$ cat src/hdl/ex_pkg.sv
`default_nettype none

package ex_pkg;

	localparam int XLEN = 32;       // data and address width, one word
	localparam int REG_ADDR_W = 5;  // register index width
	localparam int NUM_REGS = 32;   // x0 is included but never stored
	localparam int SHAMT_W = 5;     // shifts use the low five bits of operand b
	localparam int PC_STEP = 4;     // one instruction word ahead, used for the link value

	// operation codes seen by the EX stage, four bits wide
	typedef enum logic [3:0] {
		ALU_OR   = 4'd0,
		ALU_XOR  = 4'd1,
		ALU_AND  = 4'd2,
		ALU_SLL  = 4'd3,
		ALU_SRL  = 4'd4,
		ALU_SRA  = 4'd5,
		ALU_ADD  = 4'd6,
		ALU_SUB  = 4'd7,
		ALU_SLT  = 4'd8,
		ALU_SLTU = 4'd9,
		ALU_JAL  = 4'd10,
		ALU_NOP  = 4'd11
	} alu_op_t;

	// result group that reaches write-back
	typedef enum logic [1:0] {
		RES_LOGIC = 2'd0,
		RES_SHIFT = 2'd1,
		RES_ARITH = 2'd2,
		RES_JB    = 2'd3
	} res_sel_t;

	typedef struct packed {
		logic [XLEN-1:0]       pc;
		alu_op_t               alu_op;
		res_sel_t              res_sel;
		logic [REG_ADDR_W-1:0] rs1;
		logic [REG_ADDR_W-1:0] rs2;
		logic [XLEN-1:0]       imm;
		logic                  use_imm;   // operand b comes from imm instead of rs2
		logic [REG_ADDR_W-1:0] rd;
		logic                  w_enable;
	} id_ex_t;

	typedef struct packed {
		logic                  w_enable;  // already qualified with valid and a non-zero rd
		logic [REG_ADDR_W-1:0] rd;
		logic [XLEN-1:0]       w_data;
		logic                  branch;
		logic [XLEN-1:0]       branch_target;
	} ex_wb_t;

endpackage

`default_nettype wire

$ cat src/hdl/reg_file.sv
`timescale 1ns/1ps
`default_nettype none

module reg_file (
	input  wire                              clk,
	input  wire                              rst,
	input  wire                              we_i,
	input  wire [ex_pkg::REG_ADDR_W-1:0]     waddr_i,
	input  wire [ex_pkg::XLEN-1:0]           wdata_i,
	input  wire [ex_pkg::REG_ADDR_W-1:0]     raddr_a_i,
	input  wire [ex_pkg::REG_ADDR_W-1:0]     raddr_b_i,
	output logic [ex_pkg::XLEN-1:0]          rdata_a_o,
	output logic [ex_pkg::XLEN-1:0]          rdata_b_o
);

	logic [ex_pkg::XLEN-1:0] regs [1:ex_pkg::NUM_REGS-1];  // x0 has no storage

	always_ff @(posedge clk)
	begin
		if (rst)
		begin
			for (int i = 1; i < ex_pkg::NUM_REGS; i++)
				regs[i] <= '0;
		end
		else if (we_i && (waddr_i != '0))
		begin
			regs[waddr_i] <= wdata_i;
		end
	end

	always_comb
	begin
		rdata_a_o = (raddr_a_i == '0) ? '0 : regs[raddr_a_i];  // x0 is hard zero
		rdata_b_o = (raddr_b_i == '0) ? '0 : regs[raddr_b_i];
	end

	// the EX/WB stage drops writes to x0 before they get here
	no_x0_write: assert property (@(posedge clk) disable iff (rst)
		we_i |-> (waddr_i != '0))
		else $error("register file write enable with index 0");

endmodule

`default_nettype wire

$ cat src/hdl/pipe_reg.sv
`timescale 1ns/1ps
`default_nettype none

module pipe_reg #(
	parameter type PAYLOAD_T = logic [31:0]
) (
	input  wire           clk,
	input  wire           rst,
	input  wire           valid_i,
	input  wire           squash_i,
	input  wire PAYLOAD_T data_i,
	output logic          valid_o,
	output PAYLOAD_T      data_o
);

	// valid is the only control state in a stage
	always_ff @(posedge clk)
	begin
		if (rst)
			valid_o <= 1'b0;
		else
			valid_o <= valid_i && !squash_i;  // a squashed slot becomes a bubble
	end

	always_ff @(posedge clk)
	begin
		data_o <= data_i;  // payload is only meaningful while valid_o is high
	end

	// downstream stages count on an empty pipe right after reset
	empty_after_rst: assert property (@(posedge clk)
		rst |=> !valid_o)
		else $error("pipeline stage valid after reset");

endmodule

`default_nettype wire

$ cat src/hdl/operand_fwd.sv
`timescale 1ns/1ps
`default_nettype none

module operand_fwd (
	input  wire [ex_pkg::REG_ADDR_W-1:0] rs1_i,
	input  wire [ex_pkg::REG_ADDR_W-1:0] rs2_i,
	input  wire [ex_pkg::XLEN-1:0]       rf_a_i,
	input  wire [ex_pkg::XLEN-1:0]       rf_b_i,
	input  wire [ex_pkg::XLEN-1:0]       imm_i,
	input  wire                          use_imm_i,
	input  wire                          wb_valid_i,
	input  wire [ex_pkg::REG_ADDR_W-1:0] wb_rd_i,
	input  wire [ex_pkg::XLEN-1:0]       wb_data_i,
	output logic [ex_pkg::XLEN-1:0]      op_a_o,
	output logic [ex_pkg::XLEN-1:0]      op_b_o
);

	logic hit_a;
	logic hit_b;
	logic [ex_pkg::XLEN-1:0] src_b;

	// the EX/WB result has not reached the register file yet
	assign hit_a = wb_valid_i && (wb_rd_i != '0) && (wb_rd_i == rs1_i);
	assign hit_b = wb_valid_i && (wb_rd_i != '0) && (wb_rd_i == rs2_i);

	always_comb
	begin
		op_a_o = hit_a ? wb_data_i : rf_a_i;
		src_b = hit_b ? wb_data_i : rf_b_i;
		op_b_o = use_imm_i ? imm_i : src_b;  // immediate forms ignore rs2
	end

endmodule

`default_nettype wire

$ cat src/hdl/ex_alu.sv
`timescale 1ns/1ps
`default_nettype none

module ex_alu (
	input  wire                          valid_i,
	input  wire [ex_pkg::XLEN-1:0]       pc_i,
	input  wire ex_pkg::alu_op_t         alu_op_i,
	input  wire ex_pkg::res_sel_t        res_sel_i,
	input  wire [ex_pkg::XLEN-1:0]       op_a_i,
	input  wire [ex_pkg::XLEN-1:0]       op_b_i,
	input  wire [ex_pkg::XLEN-1:0]       imm_i,
	input  wire [ex_pkg::REG_ADDR_W-1:0] rd_i,
	input  wire                          w_enable_i,
	output logic                         w_enable_o,
	output logic [ex_pkg::REG_ADDR_W-1:0] rd_o,
	output logic [ex_pkg::XLEN-1:0]      w_data_o,
	output logic                         branch_o,
	output logic [ex_pkg::XLEN-1:0]      branch_target_o
);

	logic [ex_pkg::XLEN-1:0]    logic_res;
	logic [ex_pkg::XLEN-1:0]    shift_res;
	logic [ex_pkg::XLEN-1:0]    arith_res;
	logic [ex_pkg::XLEN-1:0]    jb_res;
	logic [ex_pkg::SHAMT_W-1:0] shamt;
	logic [ex_pkg::XLEN-1:0]    sum;
	logic [ex_pkg::XLEN-1:0]    diff;
	logic                       lt_signed;
	logic                       lt_unsigned;

	assign shamt = op_b_i[ex_pkg::SHAMT_W-1:0];
	assign sum = op_a_i + op_b_i;
	assign diff = op_a_i - op_b_i;
	assign lt_signed = $signed(op_a_i) < $signed(op_b_i);
	assign lt_unsigned = op_a_i < op_b_i;

	always_comb
	begin
		case (alu_op_i)
			ex_pkg::ALU_OR:  logic_res = op_a_i | op_b_i;
			ex_pkg::ALU_XOR: logic_res = op_a_i ^ op_b_i;
			ex_pkg::ALU_AND: logic_res = op_a_i & op_b_i;
			default:         logic_res = '0;
		endcase
	end

	always_comb
	begin
		case (alu_op_i)
			ex_pkg::ALU_SLL: shift_res = op_a_i << shamt;
			ex_pkg::ALU_SRL: shift_res = op_a_i >> shamt;
			ex_pkg::ALU_SRA: shift_res = $unsigned($signed(op_a_i) >>> shamt);  // sign fills
			default:         shift_res = '0;
		endcase
	end

	always_comb
	begin
		case (alu_op_i)
			ex_pkg::ALU_ADD:  arith_res = sum;
			ex_pkg::ALU_SUB:  arith_res = diff;
			ex_pkg::ALU_SLT:  arith_res = {{(ex_pkg::XLEN-1){1'b0}}, lt_signed};
			ex_pkg::ALU_SLTU: arith_res = {{(ex_pkg::XLEN-1){1'b0}}, lt_unsigned};
			default:          arith_res = '0;
		endcase
	end

	// jal links the next sequential pc and jumps pc relative
	assign jb_res = (alu_op_i == ex_pkg::ALU_JAL) ? (pc_i + ex_pkg::PC_STEP) : '0;
	assign branch_o = valid_i && (alu_op_i == ex_pkg::ALU_JAL);
	assign branch_target_o = pc_i + imm_i;

	always_comb
	begin
		case (res_sel_i)
			ex_pkg::RES_LOGIC: w_data_o = logic_res;
			ex_pkg::RES_SHIFT: w_data_o = shift_res;
			ex_pkg::RES_ARITH: w_data_o = arith_res;
			ex_pkg::RES_JB:    w_data_o = jb_res;
			default:           w_data_o = '0;
		endcase
	end

	assign rd_o = rd_i;
	assign w_enable_o = w_enable_i && valid_i && (rd_i != '0);  // x0 writes never leave EX

	// decode must route a jal through the jump group or the link value is lost
	always_comb
	begin
		jal_uses_jb: assert #0 (!branch_o || (res_sel_i == ex_pkg::RES_JB))
			else $error("jal issued without the jump result group");
	end

endmodule

`default_nettype wire

$ cat src/hdl/ex_cluster.sv
`timescale 1ns/1ps
`default_nettype none

module ex_cluster (
	input  wire                          clk,
	input  wire                          rst,
	input  wire                          issue_valid_i,
	input  wire [ex_pkg::XLEN-1:0]       pc_i,
	input  wire ex_pkg::alu_op_t         alu_op_i,
	input  wire ex_pkg::res_sel_t        res_sel_i,
	input  wire [ex_pkg::REG_ADDR_W-1:0] rs1_i,
	input  wire [ex_pkg::REG_ADDR_W-1:0] rs2_i,
	input  wire [ex_pkg::XLEN-1:0]       imm_i,
	input  wire                          use_imm_i,
	input  wire [ex_pkg::REG_ADDR_W-1:0] rd_i,
	input  wire                          w_enable_i,
	output logic                         wb_valid_o,
	output logic [ex_pkg::REG_ADDR_W-1:0] wb_addr_o,
	output logic [ex_pkg::XLEN-1:0]      wb_data_o,
	output logic                         redirect_o,
	output logic [ex_pkg::XLEN-1:0]      redirect_target_o
);

	ex_pkg::id_ex_t          id_in;
	ex_pkg::id_ex_t          ex_q;
	logic                    ex_valid;
	ex_pkg::ex_wb_t          wb_in;
	ex_pkg::ex_wb_t          wb_q;
	logic                    wb_valid;
	logic [ex_pkg::XLEN-1:0] rf_a;
	logic [ex_pkg::XLEN-1:0] rf_b;
	logic [ex_pkg::XLEN-1:0] op_a;
	logic [ex_pkg::XLEN-1:0] op_b;
	logic                    alu_branch;

	assign id_in = '{pc: pc_i, alu_op: alu_op_i, res_sel: res_sel_i, rs1: rs1_i, rs2: rs2_i,
		imm: imm_i, use_imm: use_imm_i, rd: rd_i, w_enable: w_enable_i};

	// a taken jal in EX turns the slot behind it into a bubble
	pipe_reg #(.PAYLOAD_T(ex_pkg::id_ex_t)) u_id_ex (
		.clk(clk), .rst(rst), .valid_i(issue_valid_i), .squash_i(alu_branch),
		.data_i(id_in), .valid_o(ex_valid), .data_o(ex_q)
	);

	reg_file u_rf (
		.clk(clk), .rst(rst), .we_i(wb_valid_o), .waddr_i(wb_q.rd), .wdata_i(wb_q.w_data),
		.raddr_a_i(ex_q.rs1), .raddr_b_i(ex_q.rs2), .rdata_a_o(rf_a), .rdata_b_o(rf_b)
	);

	operand_fwd u_fwd (
		.rs1_i(ex_q.rs1), .rs2_i(ex_q.rs2), .rf_a_i(rf_a), .rf_b_i(rf_b), .imm_i(ex_q.imm),
		.use_imm_i(ex_q.use_imm), .wb_valid_i(wb_valid_o), .wb_rd_i(wb_q.rd),
		.wb_data_i(wb_q.w_data), .op_a_o(op_a), .op_b_o(op_b)
	);

	ex_alu u_alu (
		.valid_i(ex_valid), .pc_i(ex_q.pc), .alu_op_i(ex_q.alu_op), .res_sel_i(ex_q.res_sel),
		.op_a_i(op_a), .op_b_i(op_b), .imm_i(ex_q.imm), .rd_i(ex_q.rd),
		.w_enable_i(ex_q.w_enable), .w_enable_o(wb_in.w_enable), .rd_o(wb_in.rd),
		.w_data_o(wb_in.w_data), .branch_o(alu_branch), .branch_target_o(wb_in.branch_target)
	);

	assign wb_in.branch = alu_branch;

	pipe_reg #(.PAYLOAD_T(ex_pkg::ex_wb_t)) u_ex_wb (
		.clk(clk), .rst(rst), .valid_i(ex_valid), .squash_i(1'b0),
		.data_i(wb_in), .valid_o(wb_valid), .data_o(wb_q)
	);

	// wb payload flags only count while the stage is valid
	assign wb_valid_o = wb_valid && wb_q.w_enable;
	assign wb_addr_o = wb_q.rd;
	assign wb_data_o = wb_q.w_data;
	assign redirect_o = wb_valid && wb_q.branch;
	assign redirect_target_o = wb_q.branch_target;

endmodule

`default_nettype wire

$ cat config.mk
export PLATFORM = sky130hd
export DESIGN_NAME = ex_cluster
export DESIGN_NICKNAME = d
export VERILOG_FILES = /design/src/hdl/ex_pkg.sv /design/src/hdl/reg_file.sv /design/src/hdl/pipe_reg.sv /design/src/hdl/operand_fwd.sv /design/src/hdl/ex_alu.sv /design/src/hdl/ex_cluster.sv
export SDC_FILE = /design/constraint.sdc
export NUM_CORES = 2
export LEC_CHECK = 0
export BUFFER_PORTS_ARGS = -buffer_cell sky130_fd_sc_hd__buf_2
export CELL_PAD_IN_SITES_DETAIL_PLACEMENT = 1
export CELL_PAD_IN_SITES_GLOBAL_PLACEMENT = 2
export CORE_MARGIN = 2
export CORE_UTILIZATION = 25
export CTS_CLUSTER_DIAMETER = 60
export CTS_CLUSTER_SIZE = 24
export DETAILED_ROUTE_END_ITERATION = 6
export GPL_TIMING_DRIVEN = 0
export PLACE_DENSITY = 0.49
export SLEW_MARGIN = 20
export SYNTH_ARGS = -nofsm -noshare
export SYNTH_HDL_FRONTEND = slang
export SYNTH_SLANG_ARGS = --single-unit
$ cat constraint.sdc
create_clock -name clk -period 8 [get_ports clk]
set_input_delay 1.6 -clock clk [delete_from_list [all_inputs] [get_ports clk]]
set_output_delay 1.6 -clock clk [all_outputs]
set_load 0.05 [all_outputs]
==> results.md <==
- Root cell of the clock tree: clkbuf_16
- Cell with the largest stage delay on the worst path: buf_2
- Layout fillers: 30518
- DRT Pass-1 Iters: 6
- Clock transition at the registers of the reported paths: 80 ps
- Core area: 0.282 mm2
- Critical-path cell list: buf_2, nor2b_2, buf_8, buf_2, buf_2, a2111oi_2, o41ai_4, ha_1, clkbuf_1, or4_1, nor4bb_4, or2_2, a31o_2, a31oi_2, a221o_1, a31oi_4, o2111ai_4, a32o_1
- Sequential-to-total area share from yosys stat: 47.9%
- Final instance area: 0.0847 mm2
- Leak: 31.2 nW
- Commonest cells in the netlist: edfxtp_1 (1024), and2_1 (1009), mux4_2 (411)
- Final Non-Filler Cells: 10022
- Final nets: 6368
- # H-tree levels: 4
- Worst path most repeated cell: buf_2
- Tcrit/Tclk final: 101%
- Setup Viol. Count Final: 4
- PortBufs: 160
- Total wire length: 434000 um
- Met3 routed WL: 28100 um
- Worst reg2reg startpoint: u_fwd.rs1_i[3]
- FF-to-FF End: u_ex_wb.data_o[54]
- Relative slew slack: 11.6%
- Power Dens Cells: 218 mW/mm2
- CP endpoint kind: register
- Tot GR Track Use: 29.5%
- CP max FO: 10
- Top post-synthesis cells by area: edfxtp_1 (43%), mux4_2 (13%), and2_1 (8.9%)
- Reg2Reg Depth: 18
- Routed wl met2: 198000 um
- DR top layer: met5
- Die width: 537 um
- Post-synthesis instance total: 5703
- Crit-path max cell delay: 850 ps
- Unrepaired setup endpoints after global routing: true
- DRT met1 WL: 181000 um
- Max Clk Rate: 124 MHz
- Via count: 56137
- Antenna violations before repair: 48
- Area share of the largest cell type after synthesis: 43.4%
- Failing checks: setup timing
- Setup slack, reg-to-reg: -90 ps
- Pwr Total: 0.0185 W
- Critical path endpoint: u_ex_wb.data_o[54]
- Placed Area: 0.0789 mm2
- Inst Count DP: 9732
- Worst setup SP type: register
- Setup Skew: 98.7 ps
- Unique masters post-synth: 105
- Drt wl/cell: 43.3 um
- Post-DP HPWL: 324000 um
- Final Max Tran Viols: 0
- Die Y: 537 um
- EDFF count, synth: 1024
- CP arrival: 8770 ps
- Gr ovfl total: 0
- Worst skew pair latency: 880 ps
- CTS sink cnt: 1184
- Hold_ws: 353 ps
- Tmin final: 8090 ps
- VDD IR max: 0.138 mV
- First-pass GRT wire length: 561000 um
- WHS Path Cells: 0
- Post-DRT Antenna Nets: 0
- Starting Density: 25.1%
- Final WS setup: -94.8 ps
- Top-level port count: 161
- Min-delay src: u_id_ex.data_o[1]
- Yosys top cell by area: edfxtp_1
- DRC violations left: 0
- Delay-heaviest family, CP: compound AO/OA/AOI/OAI gates
- Outcome: complete, but fails checks
- WP depth: 18
- Most common cell in the netlist: edfxtp_1
- DR iter-0 viols: 6790
- CP startpoint: u_fwd.rs1_i[3]
- # rows: 195
- Fin util: 30.0%
- Worst EP required: 8670 ps
- Final hold vios: 0
- Number of synthesized register bits: 1184
- Max-cap violations: 0
- TritonCTS clock tree: yes
- Yosys warnings: 0
- Vias per cell: 5.60
- Placer congestion estimate: 0.978
- Mapped Area: 0.0709 mm2
- Slew @ Worst Pin: 1330 ps
- Area growth syn-to-layout: 19.5%
- Die footprint: 0.288 mm2
- Ys flop type: edfxtp_1
- TritonCTS buffer count: 151
- CP Class: reg2reg
- CP bufs+invs: 5
- Share of post-route cells with drive strength above 1: 24.5%
- Number of global-route vias before repair: 55758
- Largest net degree at the start of global routing: 33
- Max Buffers Root-to-Sink: 4
- Ys async rst share: 0%
- Syn avg cell area: 12.4 um2
- Hold crit path type: reg2reg
[layout by cell type, fill, tap and decap left out, types with 44 or more instances in the layout]
master and count:
ha_1 130, and2_1 1009, buf_4 112, a21oi_1 172, inv_1 121, nor3_1 77
a22o_1 69, a221oi_1 58, nand2_1 196, edfxtp_1 1024, a21o_1 44, mux2i_1 274
mux2_2 106, nand4_1 45, clkbuf_1 283, a211oi_1 45, clkbuf_16 152, o221ai_1 73
clkbuf_2 77, nor2_1 180, buf_2 238, mux4_2 411, buf_16 45, buf_6 44
dfxtp_1 160, nand3_1 57, o22ai_1 90, o21ai_0 95
[registers in the layout, summed over array words and instances (netlist names)]
name,cells
u_rf.regs,1024
u_id_ex.data_o,77
u_ex_wb.data_o,71
u_fwd.rs1_i,5
u_fwd.rs2_i,5
u_ex_wb.valid_o,1
u_id_ex.valid_o,1
[routing by layer]
| metal | vias up | GRT usage (%) |
|---|---|---|
| met2 | 2723 | 47.0 |
| met1 | 30157 | 38.5 |
| met3 | 656 | 4.59 |
| met4 | 6 | 16.0 |
| li1 | 22595 | - |
| met5 | - | 0 |
[logic make-up (layout without fill, tap and decap cells)]
family / Yosys count / after routing / share of synthesized area (%)
fa+ha+maj: 135 / 135 / 2.41
mux: 792 / 792 / 18.6
simple gates: 1751 / 1751 / 14.1
xor+xnor: 73 / 73 / 0.902
flops: 1184 / 1184 / 47.9
buf+inv: 736 / 1258 / 4.95
compound gates: 1031 / 1031 / 11.1
other cells: 1 / 55 / 0.00529
[worst reg2reg max path: stages (launching register included)]
cell and delay, ps:
dfxtp_1 700, buf_2 430, nor2b_2 240, buf_8 200, buf_2 570, buf_2 890
a2111oi_2 350, o41ai_4 790, ha_1 370, clkbuf_1 240, or4_1 680, nor4bb_4 380
or2_2 230, a31o_2 250, a31oi_2 180, a221o_1 460, a31oi_4 310, o2111ai_4 240
a32o_1 410
[what timing repair did]
item / CTS / global route
resized for setup: 123 / 27
hold buffers: 0 / 0
pin swaps: 4 / 2
buffers inserted: 3 / 0
setup endpoints to repair: 27 / 8
[stage by stage]
stage | setup TNS, ps | setup WS [ps]
6_report | -195 | -94.8
5_1_grt | -70.3 | -61.8
4_1_cts | 0 | 20.2
3_5_place_dp | -45040 | -3170
3_3_place_gp | -94240 | -4940
2_1_floorplan | 0 | 1700
[power breakdown]
group / switching, W / internal [W] / leakage, nW
registers: 0.000211 / 0.00694 / 11.9
clock network: 0.00326 / 0.00401 / 2.43
logic: 0.00277 / 0.00126 / 16.9
[cell type report]
class	count	area [um2]	share of cell area, %
multi-input combinational	3814	34400	40.6
sequential	1184	34000	40.1
tap	3743	4680	5.53
clock buffer	158	3840	4.53
buffer	599	3370	3.98
timing repair buffer	262	2730	3.22
clock inverter	108	1190	1.41
inverter	131	497	0.586
antenna	23	57.6	0.0680
[worst min path at each step]
stage	end
floorplan	u_ex_wb.data_o[68]
global placement	u_ex_wb.data_o[65]
detailed placement	u_ex_wb.data_o[65]
CTS	u_ex_wb.data_o[65]
global route	u_ex_wb.data_o[66]
finish	u_ex_wb.data_o[65]
Note: power is estimated with default switching activity, not from simulation.
